$ cat src/hdl/c16_bus_pkg.sv
package c16_bus_pkg;

	////////////////////////////////////////////////////////////
	// CPU bus geometry
	////////////////////////////////////////////////////////////

	// Full 6502 style address space
	localparam int ADDR_W = 16;

	// Byte wide data bus
	localparam int DATA_W = 8;

	////////////////////////////////////////////////////////////
	// Decoded I/O locations
	////////////////////////////////////////////////////////////

	// Keyport sits on $FD30..$FD3F, only the upper twelve bits are decoded
	localparam logic [ADDR_W-5:0] KEYPORT_PAGE = 12'hFD3;

	// TED keyboard latch, written to select joysticks, read to get the K lines
	localparam logic [ADDR_W-1:0] KBD_LATCH_ADDR = 16'hFF08;

	// Roughly half a second at 28 MHz, close to the RC reset of the real board
	localparam int unsigned RESET_CYCLES_DEF = 32'd1 << 24;

endpackage

$ cat src/hdl/c16_key_pkg.sv
package c16_key_pkg;

	////////////////////////////////////////////////////////////
	// State encodings
	////////////////////////////////////////////////////////////

	// PS/2 frame receiver, start bit is checked in idle
	typedef enum logic [1:0] {
		PS2_IDLE,
		PS2_DATA,
		PS2_PARITY,
		PS2_STOP
	} ps2_state_t;

	// Prefix tracking in the scancode decoder
	typedef enum logic [1:0] {
		SCAN_NORMAL,
		SCAN_BREAK,
		SCAN_EXT,
		SCAN_EXT_BREAK
	} scan_state_t;

	////////////////////////////////////////////////////////////
	// Set 2 scancodes with special meaning
	////////////////////////////////////////////////////////////

	localparam logic [7:0] SC_BREAK   = 8'hF0;
	localparam logic [7:0] SC_EXTEND  = 8'hE0;
	localparam logic [7:0] SC_LCTRL   = 8'h14;
	localparam logic [7:0] SC_LALT    = 8'h11;
	// Delete on the PC block, only valid after E0
	localparam logic [7:0] SC_DEL_EXT = 8'h71;

	// Result layout is {valid, row[2:0], col[2:0]}
	// Row is the keyport bit, col is the K line
	function automatic logic [6:0] key_pos(input logic [7:0] code, input logic ext);
		logic [6:0] pos;
		pos = '0;
		if (ext) begin
			// Only delete is taken from the extended set
			if (code == SC_DEL_EXT)
				pos = {1'b1, 3'd0, 3'd0};
		end else begin
			case (code)
				8'h66: pos = {1'b1, 3'd0, 3'd0};    // Backspace acts as INST/DEL
				8'h5A: pos = {1'b1, 3'd0, 3'd1};    // Return
				8'h26: pos = {1'b1, 3'd1, 3'd0};
				8'h1D: pos = {1'b1, 3'd1, 3'd1};
				8'h1C: pos = {1'b1, 3'd1, 3'd2};
				8'h25: pos = {1'b1, 3'd1, 3'd3};
				8'h1A: pos = {1'b1, 3'd1, 3'd4};
				8'h1B: pos = {1'b1, 3'd1, 3'd5};
				8'h24: pos = {1'b1, 3'd1, 3'd6};
				8'h12: pos = {1'b1, 3'd1, 3'd7};    // Both shifts share one key
				8'h59: pos = {1'b1, 3'd1, 3'd7};
				8'h2E: pos = {1'b1, 3'd2, 3'd0};
				8'h2D: pos = {1'b1, 3'd2, 3'd1};
				8'h23: pos = {1'b1, 3'd2, 3'd2};
				8'h36: pos = {1'b1, 3'd2, 3'd3};
				8'h21: pos = {1'b1, 3'd2, 3'd4};
				8'h2B: pos = {1'b1, 3'd2, 3'd5};
				8'h2C: pos = {1'b1, 3'd2, 3'd6};
				8'h22: pos = {1'b1, 3'd2, 3'd7};
				8'h3D: pos = {1'b1, 3'd3, 3'd0};
				8'h35: pos = {1'b1, 3'd3, 3'd1};
				8'h34: pos = {1'b1, 3'd3, 3'd2};
				8'h3E: pos = {1'b1, 3'd3, 3'd3};
				8'h32: pos = {1'b1, 3'd3, 3'd4};
				8'h33: pos = {1'b1, 3'd3, 3'd5};
				8'h3C: pos = {1'b1, 3'd3, 3'd6};
				8'h2A: pos = {1'b1, 3'd3, 3'd7};
				8'h46: pos = {1'b1, 3'd4, 3'd0};
				8'h43: pos = {1'b1, 3'd4, 3'd1};
				8'h3B: pos = {1'b1, 3'd4, 3'd2};
				8'h45: pos = {1'b1, 3'd4, 3'd3};
				8'h3A: pos = {1'b1, 3'd4, 3'd4};
				8'h42: pos = {1'b1, 3'd4, 3'd5};
				8'h44: pos = {1'b1, 3'd4, 3'd6};
				8'h31: pos = {1'b1, 3'd4, 3'd7};
				8'h4D: pos = {1'b1, 3'd5, 3'd1};
				8'h4B: pos = {1'b1, 3'd5, 3'd2};
				8'h16: pos = {1'b1, 3'd7, 3'd0};
				SC_LCTRL: pos = {1'b1, 3'd7, 3'd2};
				8'h1E: pos = {1'b1, 3'd7, 3'd3};
				8'h29: pos = {1'b1, 3'd7, 3'd4};    // Space
				SC_LALT: pos = {1'b1, 3'd7, 3'd5};  // Commodore key
				8'h15: pos = {1'b1, 3'd7, 3'd6};
				8'h76: pos = {1'b1, 3'd7, 3'd7};    // Esc as RUN/STOP
				default: pos = '0;
			endcase
		end
		return pos;
	endfunction

endpackage

$ cat src/hdl/c16_input.sv
`timescale 1ns/100ps

module c16_input #(
	parameter int unsigned RESET_CYCLES = c16_bus_pkg::RESET_CYCLES_DEF
) (
	input  logic                            CLK28,
	input  logic                            rst,
	input  logic                            ps2_clk,
	input  logic                            ps2_data,
	input  logic [4:0]                      joy0,
	input  logic [4:0]                      joy1,
	input  logic [c16_bus_pkg::ADDR_W-1:0] addr,
	input  logic [c16_bus_pkg::DATA_W-1:0] wdata,
	input  logic                            rw,
	input  logic                            bus_strobe,
	output logic [c16_bus_pkg::DATA_W-1:0] rdata,
	output logic                            sys_reset,
	output logic [c16_bus_pkg::DATA_W-1:0] kbus
);
	import c16_bus_pkg::*;

	logic              rx_done;
	logic [7:0]        scancode;
	logic [DATA_W-1:0] row_sel;
	logic [7:0]        kbus_kbd;
	logic              keyreset;
	logic [DATA_W-1:0] keyport_rdata;
	logic [DATA_W-1:0] latch_rdata;

	////////////////////////////////////////////////////////////
	// Keyboard path
	////////////////////////////////////////////////////////////

	ps2_receiver u_ps2_receiver (
		.CLK28   (CLK28),
		.rst     (rst),
		.ps2_clk (ps2_clk),
		.ps2_data(ps2_data),
		.rx_done (rx_done),
		.scancode(scancode)
	);

	key_matrix u_key_matrix (
		.CLK28   (CLK28),
		.rst     (rst),
		.rx_done (rx_done),
		.scancode(scancode),
		.row_sel (row_sel),
		.kbus_kbd(kbus_kbd),
		.keyreset(keyreset)
	);

	// Row selects come from the keyport
	keyport_6529 u_keyport_6529 (
		.CLK28     (CLK28),
		.rst       (rst),
		.addr      (addr),
		.wdata     (wdata),
		.rw        (rw),
		.bus_strobe(bus_strobe),
		.rdata     (keyport_rdata),
		.row_sel   (row_sel)
	);

	kbus_latch u_kbus_latch (
		.CLK28     (CLK28),
		.rst       (rst),
		.addr      (addr),
		.wdata     (wdata),
		.rw        (rw),
		.bus_strobe(bus_strobe),
		.joy0      (joy0),
		.joy1      (joy1),
		.kbus_kbd  (kbus_kbd),
		.kbus      (kbus),
		.rdata     (latch_rdata)
	);

	// Driven by rst and keyreset only, the other blocks stay on rst
	reset_stretch #(
		.RESET_CYCLES(RESET_CYCLES)
	) u_reset_stretch (
		.CLK28    (CLK28),
		.rst      (rst),
		.keyreset (keyreset),
		.sys_reset(sys_reset)
	);

	// Open bus, unselected sources float high
	assign rdata = keyport_rdata & latch_rdata;

endmodule

$ cat src/hdl/kbus_latch.sv
`timescale 1ns/100ps

module kbus_latch (
	input  logic                            CLK28,
	input  logic                            rst,
	input  logic [c16_bus_pkg::ADDR_W-1:0] addr,
	input  logic [c16_bus_pkg::DATA_W-1:0] wdata,
	input  logic                            rw,
	input  logic                            bus_strobe,
	input  logic [4:0]                      joy0,
	input  logic [4:0]                      joy1,
	input  logic [7:0]                      kbus_kbd,
	output logic [c16_bus_pkg::DATA_W-1:0] kbus,
	output logic [c16_bus_pkg::DATA_W-1:0] rdata
);
	import c16_bus_pkg::*;

	logic              latch_sel;
	logic [DATA_W-1:0] latch_q;
	// Per stick pull downs, {fire, up, down, left, right}
	logic [4:0]        joy0_k;
	logic [4:0]        joy1_k;

	assign latch_sel = (addr == KBD_LATCH_ADDR);

	always_ff @(posedge CLK28) begin
		if (rst)
			latch_q <= '1;
		else if (latch_sel && bus_strobe && !rw)
			latch_q <= wdata;
	end

	// Active low select, bit 2 for stick 0 and bit 1 for stick 1
	assign joy0_k = latch_q[2] ? 5'h1F : ~{joy0[4], joy0[0], joy0[1], joy0[2], joy0[3]};
	assign joy1_k = latch_q[1] ? 5'h1F : ~{joy1[4], joy1[0], joy1[1], joy1[2], joy1[3]};

	// Directions share K0..K3
	assign kbus[3:0] = kbus_kbd[3:0] & joy0_k[3:0] & joy1_k[3:0];
	// No joystick wiring on K4 and K5
	assign kbus[5:4] = kbus_kbd[5:4];
	// Each fire button has its own line
	assign kbus[6]   = kbus_kbd[6] & joy0_k[4];
	assign kbus[7]   = kbus_kbd[7] & joy1_k[4];

	assign rdata = latch_sel ? kbus : '1;

endmodule

$ cat src/hdl/key_matrix.sv
`timescale 1ns/100ps

module key_matrix (
	input  logic       CLK28,
	input  logic       rst,
	input  logic       rx_done,
	input  logic [7:0] scancode,
	input  logic [7:0] row_sel,
	output logic [7:0] kbus_kbd,
	output logic       keyreset
);
	import c16_key_pkg::*;

	scan_state_t     state;
	// Pressed keys, indexed [row][col]
	logic [7:0][7:0] matrix;
	logic            ctrl_held;
	logic            alt_held;
	logic            is_ext;
	logic            is_brk;
	logic [6:0]      pos;
	logic            pos_valid;
	logic [2:0]      pos_row;
	logic [2:0]      pos_col;

	// Prefix flags decoded from the state
	assign is_ext = (state == SCAN_EXT) || (state == SCAN_EXT_BREAK);
	assign is_brk = (state == SCAN_BREAK) || (state == SCAN_EXT_BREAK);

	// Map the current byte onto the C16 matrix
	assign pos       = key_pos(scancode, is_ext);
	assign pos_valid = pos[6];
	assign pos_row   = pos[5:3];
	assign pos_col   = pos[2:0];

	////////////////////////////////////////////////////////////
	// Scancode sequence decoder
	////////////////////////////////////////////////////////////

	always_ff @(posedge CLK28) begin
		if (rst) begin
			state     <= SCAN_NORMAL;
			matrix    <= '0;
			ctrl_held <= 1'b0;
			alt_held  <= 1'b0;
			keyreset  <= 1'b0;
		end else begin
			keyreset <= 1'b0;
			if (rx_done) begin
				if (scancode == SC_EXTEND) begin
					state <= SCAN_EXT;
				end else if (scancode == SC_BREAK) begin
					// E0 F0 keeps the extended flag
					state <= is_ext ? SCAN_EXT_BREAK : SCAN_BREAK;
				end else begin
					state <= SCAN_NORMAL;
					// Make sets the key, break clears it
					if (pos_valid)
						matrix[pos_row][pos_col] <= !is_brk;
					// Modifiers for the reset combination
					if (!is_ext && scancode == SC_LCTRL)
						ctrl_held <= !is_brk;
					if (!is_ext && scancode == SC_LALT)
						alt_held <= !is_brk;
					if (is_ext && !is_brk && scancode == SC_DEL_EXT)
						keyreset <= ctrl_held && alt_held;
				end
			end
		end
	end

	////////////////////////////////////////////////////////////
	// K line drive
	////////////////////////////////////////////////////////////

	// Low row select enables that row, any pressed key in it pulls its column low
	always_comb begin
		kbus_kbd = '1;
		for (int r = 0; r < 8; r++) begin
			if (!row_sel[r])
				kbus_kbd = kbus_kbd & ~matrix[r];
		end
	end

endmodule

$ cat src/hdl/keyport_6529.sv
`timescale 1ns/100ps

module keyport_6529 (
	input  logic                            CLK28,
	input  logic                            rst,
	input  logic [c16_bus_pkg::ADDR_W-1:0] addr,
	input  logic [c16_bus_pkg::DATA_W-1:0] wdata,
	input  logic                            rw,
	input  logic                            bus_strobe,
	output logic [c16_bus_pkg::DATA_W-1:0] rdata,
	output logic [c16_bus_pkg::DATA_W-1:0] row_sel
);
	import c16_bus_pkg::*;

	logic              port_sel;
	logic [DATA_W-1:0] port_q;

	// Whole $FD3x page is mirrored, as on the real board
	assign port_sel = (addr[ADDR_W-1:4] == KEYPORT_PAGE);

	// Output register, all rows deselected after reset
	always_ff @(posedge CLK28) begin
		if (rst)
			port_q <= '1;
		else if (port_sel && bus_strobe && !rw)
			port_q <= wdata;
	end

	assign row_sel = port_q;

	// Port is output only, so a read returns the register
	assign rdata = port_sel ? port_q : '1;

endmodule

$ cat src/hdl/ps2_receiver.sv
`timescale 1ns/100ps

module ps2_receiver (
	input  logic       CLK28,
	input  logic       rst,
	input  logic       ps2_clk,
	input  logic       ps2_data,
	output logic       rx_done,
	output logic [7:0] scancode
);
	import c16_key_pkg::*;

	logic [1:0] clk_sync;
	logic [1:0] data_sync;
	logic [3:0] clk_hist;
	logic       clk_filt;
	logic       clk_fall;
	logic       frame_ok;
	ps2_state_t state;
	logic [2:0] bit_cnt;
	logic [7:0] shift_reg;
	logic       parity_bit;

	////////////////////////////////////////////////////////////
	// Line synchronizers and clock glitch filter
	////////////////////////////////////////////////////////////

	// Both lines idle high, so reset to ones
	always_ff @(posedge CLK28) begin
		if (rst) begin
			clk_sync  <= 2'b11;
			data_sync <= 2'b11;
			clk_hist  <= 4'hF;
			clk_filt  <= 1'b1;
		end else begin
			clk_sync  <= {clk_sync[0], ps2_clk};
			data_sync <= {data_sync[0], ps2_data};
			clk_hist  <= {clk_hist[2:0], clk_sync[1]};
			// Level only changes after four equal samples
			if (clk_hist == 4'hF)
				clk_filt <= 1'b1;
			else if (clk_hist == 4'h0)
				clk_filt <= 1'b0;
		end
	end

	// Single cycle strobe on the filtered falling edge
	assign clk_fall = clk_filt && (clk_hist == 4'h0);

	// Stop bit high and odd parity over data plus parity bit
	assign frame_ok = data_sync[1] && (^{parity_bit, shift_reg});

	////////////////////////////////////////////////////////////
	// Frame FSM
	////////////////////////////////////////////////////////////

	always_ff @(posedge CLK28) begin
		if (rst) begin
			state   <= PS2_IDLE;
			bit_cnt <= '0;
			rx_done <= 1'b0;
		end else begin
			rx_done <= 1'b0;
			if (clk_fall) begin
				case (state)
					PS2_IDLE: begin
						// Wait for a low start bit
						if (!data_sync[1]) begin
							state   <= PS2_DATA;
							bit_cnt <= '0;
						end
					end
					PS2_DATA: begin
						bit_cnt <= bit_cnt + 3'd1;
						if (bit_cnt == 3'd7)
							state <= PS2_PARITY;
					end
					PS2_PARITY: state <= PS2_STOP;
					PS2_STOP: begin
						rx_done <= frame_ok;
						state   <= PS2_IDLE;
					end
					default: state <= PS2_IDLE;
				endcase
			end
		end
	end

	// Data path, shifted in LSB first
	always_ff @(posedge CLK28) begin
		if (clk_fall) begin
			if (state == PS2_DATA)
				shift_reg <= {data_sync[1], shift_reg[7:1]};
			if (state == PS2_PARITY)
				parity_bit <= data_sync[1];
			if (state == PS2_STOP && frame_ok)
				scancode <= shift_reg;
		end
	end

endmodule

$ cat src/hdl/reset_stretch.sv
`timescale 1ns/100ps

module reset_stretch #(
	parameter int unsigned RESET_CYCLES = c16_bus_pkg::RESET_CYCLES_DEF
) (
	input  logic CLK28,
	input  logic rst,
	input  logic keyreset,
	output logic sys_reset
);

	localparam int CNT_W = $clog2(RESET_CYCLES);

	logic [CNT_W-1:0] cnt;

	// Restart on the button or on Ctrl+Alt+Del, release when the count runs out
	always_ff @(posedge CLK28) begin
		if (rst || keyreset) begin
			cnt       <= '0;
			sys_reset <= 1'b1;
		end else if (cnt == CNT_W'(RESET_CYCLES - 1)) begin
			sys_reset <= 1'b0;
		end else begin
			cnt       <= cnt + 1'b1;
			sys_reset <= 1'b1;
		end
	end

endmodule

$ cat config.mk
export PLATFORM = sky130hd
export DESIGN_NAME = c16_input
export DESIGN_NICKNAME = d
export VERILOG_FILES = /design/src/hdl/c16_bus_pkg.sv /design/src/hdl/c16_key_pkg.sv /design/src/hdl/c16_input.sv /design/src/hdl/kbus_latch.sv /design/src/hdl/key_matrix.sv /design/src/hdl/keyport_6529.sv /design/src/hdl/ps2_receiver.sv /design/src/hdl/reset_stretch.sv
export SDC_FILE = /design/constraint.sdc
export NUM_CORES = 1
export LEC_CHECK = 0
export BUFFER_PORTS_ARGS = -buffer_cell sky130_fd_sc_hd__buf_2
export CORE_MARGIN = 1.5
export CORE_UTILIZATION = 33
export CTS_CLUSTER_DIAMETER = 30
export CTS_CLUSTER_SIZE = 16
export DETAILED_ROUTE_END_ITERATION = 8
export HOLD_SLACK_MARGIN = 0.06
export PLACE_DENSITY = 0.59
export SLEW_MARGIN = 20
export SYNTH_ARGS = -nofsm -noshare
export SYNTH_HDL_FRONTEND = slang
export SYNTH_HIERARCHICAL = 1
export SYNTH_SLANG_ARGS = --single-unit
$ cat constraint.sdc
create_clock -name CLK28 -period 3.8 [get_ports CLK28]
set_clock_uncertainty 0.1 [all_clocks]
set_input_delay 0.76 -clock CLK28 [delete_from_list [all_inputs] [get_ports CLK28]]
set_output_delay 0.76 -clock CLK28 [all_outputs]
set_load 0.02 [all_outputs]
* Yosys cells after proc, flatten, opt, wreduce, memory -nomap -nowiden
Memories as Yosys holds them, arrays and structs flattened. A register that Yosys moved wholly into a read port is not among the register bits. Index checks and enable logic that the tools add are counted.
Storage, ports and cells: flip-flop bits (word level) 137, bits in read-only memories 896, bits of input ports 40, output and inout bits 17, logic and storage cells 144, memories 1
Cells by class: $add $sub $neg 2, magnitude comparators 4, equality and inequality tests 18, muxes and demuxes 30, bitwise operators 28, reduce and logical (&&, ||, !) cells 35
Memories:
- (no name shown) | words 128, width 7, rd ports 1, clocked after memory_dff 1, write ports 0, line c16_key_pkg.sv:44 | case (code)
Operators by type and width (number):
- two-way mux 8 bit | 11
- AND 8 bit | 8
- bitwise mux 64 bit | 1
- NOT 8 bit | 8
- two-way mux 7 bit | 4
- adder 24 x 1 -> 24 bit, second input constant | 1
- demux 8 bit (select 3 bit) | 1
- equality test 24 bit, second input constant | 1
- equality test 16 bit, second input constant | 1
- equality test 8 x 5 -> 1 bit, second input constant | 2
- equality test 8 bit, second input constant | 2
- logical AND 1 bit | 14
- equality test 12 bit, second input constant | 1
- AND reduction 4 bit | 3
- two-way mux 2 bit | 5
- two-way mux 5 bit | 2
- NOT 5 bit | 2
- parity 9 bit | 1
- AND 4 bit | 2
- equality test 2 bit, second input constant | 4
- equality test 8 x 7 -> 1 bit, second input constant | 1
- less-than comparator 3 x 4 -> 1 bit, second input constant | 2
- case mux 2 bit (4 select lines) | 1
- >= comparator 3 x 1 -> 1 bit, second input constant | 2
- other kinds (22) | 37

* Longest topological paths before layout
Gate-level depths: netlist (run 1).
word-level depth 20, mapped depth 13, depth with buffers taken out 9

* Hierarchy
Netlist (run 1), hierarchy kept.
Modules (own cells, without submodules):
- key_matrix | times used 1, cells each 562, area an instance 4493.1 sq um, seq. area each 1381.3 sq um
- reset_stretch | times used 1, cells each 141, area an instance 1261.2 sq um, seq. area each 500.5 sq um
- ps2_receiver | times used 1, cells each 83, area an instance 1209.9 sq um, seq. area each 810.8 sq um
- keyport_6529 | times used 1, cells each 48, area an instance 449.2 sq um, seq. area each 160.2 sq um
- kbus_latch | times used 1, cells each 38, area an instance 289.0 sq um, seq. area each 40.0 sq um
- c16_input | times used 1, cells each 8, area an instance 50.0 sq um, seq. area each 0.0 sq um

* Least setup slack after synthesis (run 1)
No wires, ideal clock.
path type flip-flop to flip-flop, from register u_ps2_receiver.scancode[1], to register u_key_matrix/matrix[5] (netlist bit), library setup time 70 ps, data arrival time 3046 ps, required time 3630 ps, slack 584 ps, stages on the path, launching flop included 12, buffers on the path 2, clock period less this slack 3216 ps, path through edfxtp_1 > inv_1 > ha_1 > nor3b_1 > a2111oi_0 > o32ai_1 > a221oi_2 > buf_2 > a31oi_1 > clkbuf_1 > or4_1 > a21oi_1
On the way: cells in the longest elaborated chain, start to end 4, elaborated cells on any way between the ends 8, those cells by class eq/ne: 3; mux: 2; bitwise: 2; reduce/logical: 1
Ends and longest elaborated chain:
- start: declaration | line ps2_receiver.sv:9 | output logic [7:0] scancode
- start signal: assignment | line ps2_receiver.sv:97 | scancode <= shift_reg;
- equality test 8 x 7 -> 1 bit | line c16_key_pkg.sv:41 | if (code == SC_DEL_EXT)
- two-way mux 7 bit | line c16_key_pkg.sv:41
- two-way mux 7 bit | line c16_key_pkg.sv:39 | if (ext) begin
- AND reduction 4 bit (no line) *
- end signal: indexed assignment | line key_matrix.sv:59 | matrix[pos_row][pos_col] <= !is_brk;
- end: declaration | line key_matrix.sv:16 | logic [7:0][7:0] matrix;
Mark *: on every way between the ends. The rest lies on a longest branch, timed or not. A chain may end at the register's enable or synchronous reset.

* Worst setup path in the final report (run 1)
from register u_ps2_receiver.scancode[0], to register u_key_matrix/matrix[52] (netlist bit)
The elaborated chain is that of the path after synthesis.

==> flow_summary.yaml, run 1 <==
run_status:
  status: "finished clean"
yosys:
  syn_area_um2: 7750
  yosysMostFrequentCell: "dfxtp_1"
  synth_top_flop_cell: "dfxtp_1"
  yosys.area.top_type: "dfxtp_1"
  synth_edf_count: 17
  yosys.area.top_type_share_pct: 30.7
  yosysUniqueCellTypes: 87
  ys_top_cells_by_count: "119 x dfxtp_1, 82 x inv_1, 65 x nor2_1, 48 x a21oi_1, 42 x nand2b_1"
  syn_nets: 935
  async_reset_ff_share_pct: 0
  ys_warn_count: 6
  ys_ff_latch: 136
  syn_inst: 880
  yosysSeqAreaShare_pct: 37.3
  synth_area_leaders: "dfxtp_1 31%, edfxtp_1 6.6%, mux2i_1 4.4%, inv_1 4.0%, or4_1 3.5%"
  syn_avg_cell_area_um2: 8.81
power:
  switching_share_pct: 22.8
  power_w: 0.00319
  power.density_nw_per_um2: 359
  p_int_w: 0.00247
  p_switching_w: 0.000727
  irDropWorstVdd_v: 0.000276
  p_leak_nw: 2.97
  pwr-share-seq_pct: 45.7
  clock_power_share_pct: 52.0
  power_frac_comb_pct: 2.3
critical_path:
  critPathLaunchType: "flop"
  path_buf_inv: 1
  cp-end-kind: "flop"
  cp_max_fo: 11
  max_stage_delay_ns: 0.60
  path_class: "reg2reg"
  cpMaxStageDelayCell: "a2111oi_0"
  regToRegSetupSlack_ns: 0.32
  crit_chain: "inv_1 -> ha_1 -> nor3b_1 -> a2111oi_0 -> o32ai_1 -> a221oi_4 -> nor4b_1 -> nor3b_1 -> mux2i_1"
  path_common_cell: "nor3b_1"
  arrival_ns: 3.73
  cp_top_family: "compound AO/OA/AOI/OAI gates"
  required_ns: 4.05
timing:
  period_share_pct: 91.6
  finalHoldViolCount: 0
  final.setup.tns_ns: 0
  rsz0062_at_grt: "no"
  slew-limit-headroom_pct: 39.1
  period_minus_slack_ns: 3.48
  finalSetupViolCount: 0
  tightestPinTransition_ns: 0.913
  finalMaxSlewViolations: 0
  fmax_mhz: 287
global_routing:
  grt_pass1_vias: 6009
  grt_pass1_wl_um: 30300
  antenna_found_initial: 0
  overflow: 0
  grt_use_total_pct: 15.4
  grt_start_max_net_pins: 81
cts:
  cts_inserted_buffers: 17
  clk_pin_slew_ns: 0.06
  htree_num_levels: 4
  cts.sinks: 136
  clockRootBuffer: "clkbuf_16"
  clock_path_buffers: 2
  cts_tree: "done"
  clkLatencyLatePin_ns: 0.43
flow_run:
  max_cap_viol_count: 0
final_layout:
  drive_gt1_share_pct: 17.2
  regMostFlops: "u_key_matrix/matrix"
  n_antenna_cell: 0
  num-fill-cells: 2356
  top_regs: "u_key_matrix/matrix x64, u_reset_stretch/cnt x24"
  syn_to_final_growth_pct: 14.8
  largest_reg_flops: 64
  fin_nets: 970
die:
  die_w_um: 156
  start_util_pct: 33.9
  fp.dieH_um: 156
  coreArea_um2: 22800
  die-area_um2: 24400
  pin_count: 57
  rows: 55
placement:
  hpwlAfterDp_um: 12400
  port_buffers: 56
  gp_congestion: 0.894
routing:
  firstDrtPassIters: 5
  vias_per_cell: 5.23
  vias: 6487
  drt-total-wl_um: 18500
  route.detailed.drc: 0
  ant_nets: 0
  route.detailed.wl_per_inst_um: 14.9
  drt_iter0_drc: 450
worst_hold_path:
  hold_class: "reg2reg"
-- through the flow --
step / instance area [um^2] / worst slack [ns] / hold slack [ns] / instances / utilization [%]
6_report: 8900 / 0.320 / 0.311 / 1241 / 38.9
5_1_grt: 8900 / 0.0465 / 0.322 / 1241 / 38.9
4_1_cts: 8880 / 0.115 / 0.314 / 1241 / 38.9
3_5_place_dp: 8290 / 0.144 / 0.298 / 1209 / 36.3
2_1_floorplan: 7750 / 0.584 / 0.289 / 880 / -
3_3_place_gp: 8290 / 0.191 / 0.292 / 1209 / 36.3
-- power groups by stage --
stage          logic [W]  clock network (W)  registers (W)
2_1_floorplan  0.0000400                  0        0.00149
3_3_place_gp   0.0000728                  0        0.00149
3_5_place_dp   0.0000738                  0        0.00149
4_1_cts        0.0000741            0.00169        0.00146
5_1_grt        0.0000802            0.00177        0.00146
6_report       0.0000729            0.00166        0.00146
-- cell families after synthesis --
family                   count (synthesis)  synth area share [%]
XOR/XNOR                                25                  3.00
buffers and inverters                  152                  8.63
multiplexers                            36                  4.83
flip-flops                             136                  37.3
adder cells (fa/ha/maj)                 15                  2.42
AO/OA/AOI/OAI                          190                  16.5
AND/OR/NAND/NOR                        326                  27.3
-- routing by layer --
metal	global-route usage [%]	vias to the layer above	wire, um	part of all wire, %
met3	2.74	24	778	4.2
met2	24.8	134	8570	46
met4	5.62	0	308	1.7
met1	20.5	3060	8880	48
met5	0	-	0	0
li1	-	3269	-	-
-- placed cells by master (no fill, tap or decap), types with 18 or more instances in the layout --
master      n
inv_1      82
nand2b_1   42
o22ai_1    35
o31ai_1    35
nor3_1     18
buf_4      30
dfxtp_1   119
nor2_1     65
a21oi_1    48
or4_1      36
buf_2      55
mux2i_1    34
-- worst reg2reg max path, delay by kind of cell, from the launching register on --
kind	cells	cell delay, ns
flip-flops	1	0.38
AND/OR/NAND/NOR	3	0.98
adder cells (fa/ha/maj)	1	0.26
AO/OA/AOI/OAI	3	1.36
multiplexers	1	0.20
buffers and inverters	1	0.12
-- cell type report --
class	count	area, um^2	share of cell area [%]
multi-input combinational	592	4210	47.3
sequential	136	2890	32.5
timing repair buffer	85	500	5.63
clock buffer	17	425	4.78
tap	313	392	4.40
inverter	83	312	3.50
clock inverter	15	168	1.88
-- worst paths after layout --
check                                                 from                         end  cells after the start
worst min register to register  u_ps2_receiver/clk_sync[0]  u_ps2_receiver/clk_sync[1]                      1
worst max register to register  u_ps2_receiver/scancode[0]     u_key_matrix/matrix[52]                      9
worst max-delay path            u_ps2_receiver/scancode[0]     u_key_matrix/matrix[52]                      9
worst min-delay path            u_ps2_receiver/clk_sync[0]  u_ps2_receiver/clk_sync[1]                      1
-- timing repair --
item | in CTS | in global routing
hold buffers | 0 | 0
resized for setup | 0 | 2
endpoints found under the setup margin | 0 | 9
buffers inserted | 0 | 0
(Power assumes the default switching activity.)
==> inputs of run 2 (changes only) <==
- ABC_AREA: not set -> 1
==> run 2 against run 1 <==
Via count increased by 20%. Die area up 4.7%. Final cell count up 32%. Fmax grew 10%. Hold slack worse by 0.0021 ns. Area after synthesis grew 4.7%. Clock-buffer cell count rose by 5. Sequential share of layout area shrank 1.1 points. Non-clock buffer count decreased by 22. Worst setup slack improved by 0.32 ns. Core utilization down 0.96 points. Critical path type is now reg2out. Largest cell class unchanged.
==> flow_summary.yaml, run 2 <==
power:
  irDropWorstVdd_v: 0.000236
  pwr-share-seq_pct: 48.0
  power_frac_comb_pct: 2.7
  switching_share_pct: 22.7
  power_w: 0.00305
  p_int_w: 0.00236
  p_leak_nw: 4.19
  clock_power_share_pct: 49.3
  p_switching_w: 0.000691
  power.density_nw_per_um2: 331
critical_path:
  cp_num_cells: 11
  path_buf_inv: 2
  cpMaxStageDelayCell: "dfxtp_1"
  critPathLaunchType: "flop"
  cp_max_fo: 10
  crit_chain: "o22ai_1 -> a21oi_1 -> o221ai_1 -> a21oi_1 -> o21ai_0 -> a21oi_1 -> nand2_1 -> o21ai_2 -> nand2_1 -> inv_1 -> buf_2"
  ff2ff_path_depth: 14
  max_stage_delay_ns: 0.56
  cp_top_family: "compound AO/OA/AOI/OAI gates"
  path_common_cell: "a21oi_1"
  cp-end-kind: "primary output"
  required_ns: 2.94
  arrival_ns: 2.30
  path_class: "reg2out"
final_layout:
  largest_reg_flops: 64
  fin_nets: 1352
  layout_commonest_cell: "nand2_1"
  syn_to_final_growth_pct: 13.4
  n_antenna_cell: 0
  regMostFlops: "u_key_matrix/matrix"
  num-fill-cells: 2623
  top_regs: "u_key_matrix/matrix x64, u_reset_stretch/cnt x24"
  drive_gt1_share_pct: 13.7
  final_cell_mix: "352 x nand2_1, 186 x nor2_1, 170 x inv_1"
cts:
  clockRootBuffer: "clkbuf_16"
  clkLatencyLatePin_ns: 0.42
  htree_num_levels: 4
  cts_tree: "done"
  cts.sinks: 136
  cts-resized-gates: 0
  ctsHoldBuffers: 0
  cts_setup_buffers: 0
  cts_inserted_buffers: 17
  clk_pin_slew_ns: 0.06
  clock_path_buffers: 2
timing:
  rsz0062_at_grt: "no"
  period_share_pct: 83.2
  tightestPinTransition_ns: 0.976
  period_minus_slack_ns: 3.16
  finalHoldViolCount: 0
  final.setup.tns_ns: 0
  finalMaxSlewViolations: 0
  slew-limit-headroom_pct: 34.8
  fmax_mhz: 316
  finalSetupViolCount: 0
yosys:
  yosysUniqueCellTypes: 47
  synth_area_leaders: "dfxtp_1 29%, nand2_1 16%, nor2_1 8.6%, inv_1 7.9%, nand3_1 6.7%"
  yosysSeqAreaShare_pct: 35.6
  syn_area_um2: 8120
  async_reset_ff_share_pct: 0
  yosys.area.top_type: "dfxtp_1"
  synth-adder-area-share_pct: 2.31
  synth_mux_area_share_pct: 0
  syn_avg_cell_area_um2: 6.50
  syn_inst: 1250
  ys_top_cells_by_count: "352 x nand2_1, 186 x nor2_1, 170 x inv_1, 119 x dfxtp_1, 108 x nand3_1"
  synth_compound_area_share_pct: 8.34
  synth_top_family_by_area: "simple AND/OR/NAND/NOR gates"
  synthXorXnorAreaFrac_pct: 0.324
  syn_nets: 1305
  yosys.area.top_type_share_pct: 29.3
  ys_warn_count: 6
  synth_top_flop_cell: "dfxtp_1"
  synth_edf_count: 17
  synth-simple-area-share_pct: 42.6
  ys_ff_latch: 136
  yosysMostFrequentCell: "nand2_1"
run_status:
  status: "finished clean"
routing:
  ant_nets: 0
  vias: 7788
  route.detailed.drc: 0
  drt_iter0_drc: 454
  vias_per_cell: 4.77
  drt-total-wl_um: 20800
  firstDrtPassIters: 5
  route.detailed.wl_per_inst_um: 12.7
die:
  coreArea_um2: 24200
  rows: 57
  pin_count: 57
  die_w_um: 160
  fp.dieH_um: 160
  start_util_pct: 33.5
  die-area_um2: 25600
global_routing:
  antenna_found_initial: 0
  grt_start_max_net_pins: 56
  grt_pass1_wl_um: 35200
  overflow: 0
  grt_use_total_pct: 16.8
  grt_pass1_vias: 7276
placement:
  hpwlAfterDp_um: 15300
  port_buffers: 56
  gp_congestion: 0.868
flow_run:
  max_cap_viol_count: 0
worst_hold_path:
  hold_class: "reg2reg"
  hold_path_depth: 1
==> run 2: changes by cell type in the layout (fill, tap and decap cells not counted), moves of 13 or more <==
| cell | before | now |
|---|---|---|
| and2_1 | 14 | 1 |
| nor3_1 | 18 | 3 |
| nand2_1 | 17 | 352 |
| o31ai_1 | 35 | 1 |
| nor2_1 | 65 | 186 |
| mux2i_1 | 34 | 0 |
| or4_1 | 36 | 0 |
| buf_4 | 30 | 7 |
| nand2b_1 | 42 | 0 |
| nor2_2 | 0 | 17 |
| o22ai_1 | 35 | 10 |
| nand3_1 | 12 | 108 |
| nand4_1 | 17 | 40 |
| inv_1 | 82 | 170 |
==> run 2: through the flow <==
step | hold slack (ns) | utilization [%] | setup WS [ns] | cells | cell area [um^2]
2_1_floorplan | 0.289 | - | 1.40 | 1250 | 8120
3_3_place_gp | 0.294 | 35.8 | 0.977 | 1602 | 8670
3_5_place_dp | 0.295 | 35.8 | 0.938 | 1602 | 8670
4_1_cts | 0.310 | 38.0 | 0.603 | 1634 | 9210
5_1_grt | 0.343 | 38.0 | 0.307 | 1634 | 9210
6_report | 0.309 | 38.0 | 0.637 | 1634 | 9210
==> run 2: logic make-up (layout without fill, tap and decap cells) <==
group,count (synthesis),in the layout
compound gates,116,116
xor+xnor,3,3
fa+ha+maj,15,15
buf+inv,219,279
flops,136,136
simple gates,761,761
==> run 2: layout make-up <==
type	instances	area (um^2)	share of cell area [%]
clock inverters	10	72.6	0.788
multi-input cells	895	4350	47.2
well taps	324	405	4.40
clock buffers	22	464	5.04
repair buffers	63	333	3.61
flip-flops and latches	136	2890	31.4
inverters	184	696	7.55
==> run 2: layer usage <==
metal  up-vias  GRT usage, %  share of wire, %
li1       4067             -                 -
met1      3441          21.0                45
met2       242          28.2                47
met3        38          3.77               5.6
met4         0          6.50               2.2
met5         -             0                 0
==> run 2: power by group through the flow <==
| stage | clock (W) | sequential (W) | combinational (W) |
|---|---|---|---|
| 5_1_grt | 0.00160 | 0.00146 | 0.0000926 |
| 4_1_cts | 0.00154 | 0.00146 | 0.0000831 |
| 6_report | 0.00150 | 0.00146 | 0.0000823 |
| 3_3_place_gp | 0 | 0.00149 | 0.0000827 |
| 2_1_floorplan | 0 | 0.00149 | 0.0000464 |
| 3_5_place_dp | 0 | 0.00149 | 0.0000827 |
==> run 2: path summary, 6_finish.rpt <==
check / from / end / slack, ns
worst min-delay path: u_ps2_receiver/clk_sync[1] / u_ps2_receiver/clk_hist[0] / 0.31
worst min register to register: u_ps2_receiver/clk_sync[1] / u_ps2_receiver/clk_hist[0] / 0.31
worst max register to register: u_ps2_receiver/scancode[1] / u_key_matrix/matrix[5] / 0.90
worst max-delay path: u_keyport_6529/row_sel[0] / rdata[3] / 0.64
==> inputs of run 3 (changes only) <==
- clock period: 3.8 -> 3.3 ns (I/O delays scaled with it)
==> run 3 against run 2 <==
Combinational power rose by 16%. Non-clock buffer count rose by 2. Core utilization rose by 0.20 points.
==> flow_summary.yaml, run 3 (synthesized netlist as in run 2, its figures left out) <==
run_status:
  status: "finished clean"
flow_run:
  max_cap_viol_count: 0
critical_path:
  path_buf_inv: 4
  cpMaxStageDelayCell: "a2111oi_0"
  cp-end-kind: "primary output"
  required_ns: 2.54
  arrival_ns: 2.39
  crit_chain: "inv_1 -> nand2_1 -> o21ai_0 -> a2111oi_0 -> inv_1 -> nand2_1 -> nand2_1 -> inv_1 -> buf_2"
  max_stage_delay_ns: 0.79
  cp_top_family: "compound AO/OA/AOI/OAI gates"
  cp_max_fo: 8
  path_class: "reg2out"
  critPathLaunchType: "flop"
timing:
  final.setup.tns_ns: 0
  finalSetupViolCount: 0
  period_minus_slack_ns: 3.15
  hold_ws_ns: 0.309
  slew-limit-headroom_pct: 34.3
  finalMaxSlewViolations: 0
  fmax_mhz: 317
  rsz0062_at_grt: "no"
  finalHoldViolCount: 0
  period_share_pct: 95.6
  tightestPinTransition_ns: 0.985
global_routing:
  antenna_found_initial: 0
  grt_start_max_net_pins: 56
  grt_pass1_wl_um: 34900
  overflow: 0
  grt_pass1_vias: 7194
  grt_use_total_pct: 16.6
final_layout:
  layout_commonest_cell: "nand2_1"
  n_antenna_cell: 0
  final_cell_mix: "352 x nand2_1, 186 x nor2_1, 170 x inv_1"
  regMostFlops: "u_key_matrix/matrix"
  top_regs: "u_key_matrix/matrix x64, u_reset_stretch/cnt x24"
  syn_to_final_growth_pct: 14.0
  drive_gt1_share_pct: 13.8
  fin_nets: 1354
  final_core_util_pct: 38.2
  largest_reg_flops: 64
die:
  die_w_um: 160
  die-area_um2: 25600
  fp.dieH_um: 160
  pin_count: 57
  start_util_pct: 33.5
  rows: 57
  coreArea_um2: 24200
cts:
  clkLatencyLatePin_ns: 0.42
  cts_setup_buffers: 0
  cts.sinks: 136
  clk_pin_slew_ns: 0.06
  htree_num_levels: 4
  ctsHoldBuffers: 0
  cts_inserted_buffers: 17
  cts_tree: "done"
  clockRootBuffer: "clkbuf_16"
  clock_path_buffers: 2
routing:
  ant_nets: 0
  route.detailed.wl_per_inst_um: 12.7
  vias_per_cell: 4.75
  drt-total-wl_um: 20700
  vias: 7763
  route.detailed.drc: 0
  drt_iter0_drc: 510
  firstDrtPassIters: 7
placement:
  port_buffers: 56
  gp_congestion: 0.865
  hpwlAfterDp_um: 15100
power:
  p_leak_nw: 4.21
  power.density_nw_per_um2: 389
  power_w: 0.00361
  irDropWorstVdd_v: 0.000245
worst_hold_path:
  hold_class: "reg2reg"
-- run 3: changes by cell type in the layout (fill, tap and decap cells not counted), moves of 2 or more --
cell / change
bufinv_16: +2
buf_4: +2
clkbuf_1: -3
clkbuf_8: -2
dfxtp_1: -2
clkinv_2: -2
dfxtp_2: +2
clkinv_1: +6
-- run 3: per-stage QoR --
step	area (um^2)	instances	setup WS (ns)
detailed placement	8690	1604	0.368
CTS	9250	1636	0.0316
finish	9260	1636	0.146
global route	9260	1636	0.0667
global placement	8690	1604	0.334
floorplan	8120	1250	0.995
-- run 3: what timing repair did --
action	CTS	global route
resized for setup	1	3
pin swaps	0	0
setup endpoints to repair	1	9
-- run 3: area by class of cell --
class,count,area (um^2)
clock buffers,17,425
clock inverters,15,136
fillers,2599,15000
inverters,184,696
multi-input cells,895,4350
flip-flops and latches,136,2900
well taps,324,405
repair buffers,65,348
-- run 3: power by group --
group / internal [W] / switching (W) / total, W
registers: 0.00168 / 0.00000570 / 0.00168
logic: 0.0000357 / 0.0000597 / 0.0000954
clock network: 0.00110 / 0.000733 / 0.00183
-- run 3: layer usage --
layer / up-vias / part of all wire (%) / track usage [%]
met2: 196 / 46 / 28.0
met1: 3480 / 48 / 21.6
met3: 20 / 5.3 / 2.96
met5: - / 0 / 0
met4: 0 / 1.2 / 5.27
li1: 4067 / - / -
-- run 3: path summary, 6_finish.rpt --
| check | to | depth (start not counted) | slack [ns] | startpoint |
|---|---|---|---|---|
| worst max register to register | u_key_matrix/matrix[10] | 14 | 0.38 | u_ps2_receiver/scancode[0] |
| worst max-delay path | rdata[5] | 9 | 0.15 | u_keyport_6529/row_sel[7] |
| worst min-delay path | u_ps2_receiver/data_sync[1] | 1 | 0.31 | u_ps2_receiver/data_sync[0] |
| worst min register to register | u_ps2_receiver/data_sync[1] | 1 | 0.31 | u_ps2_receiver/data_sync[0] |
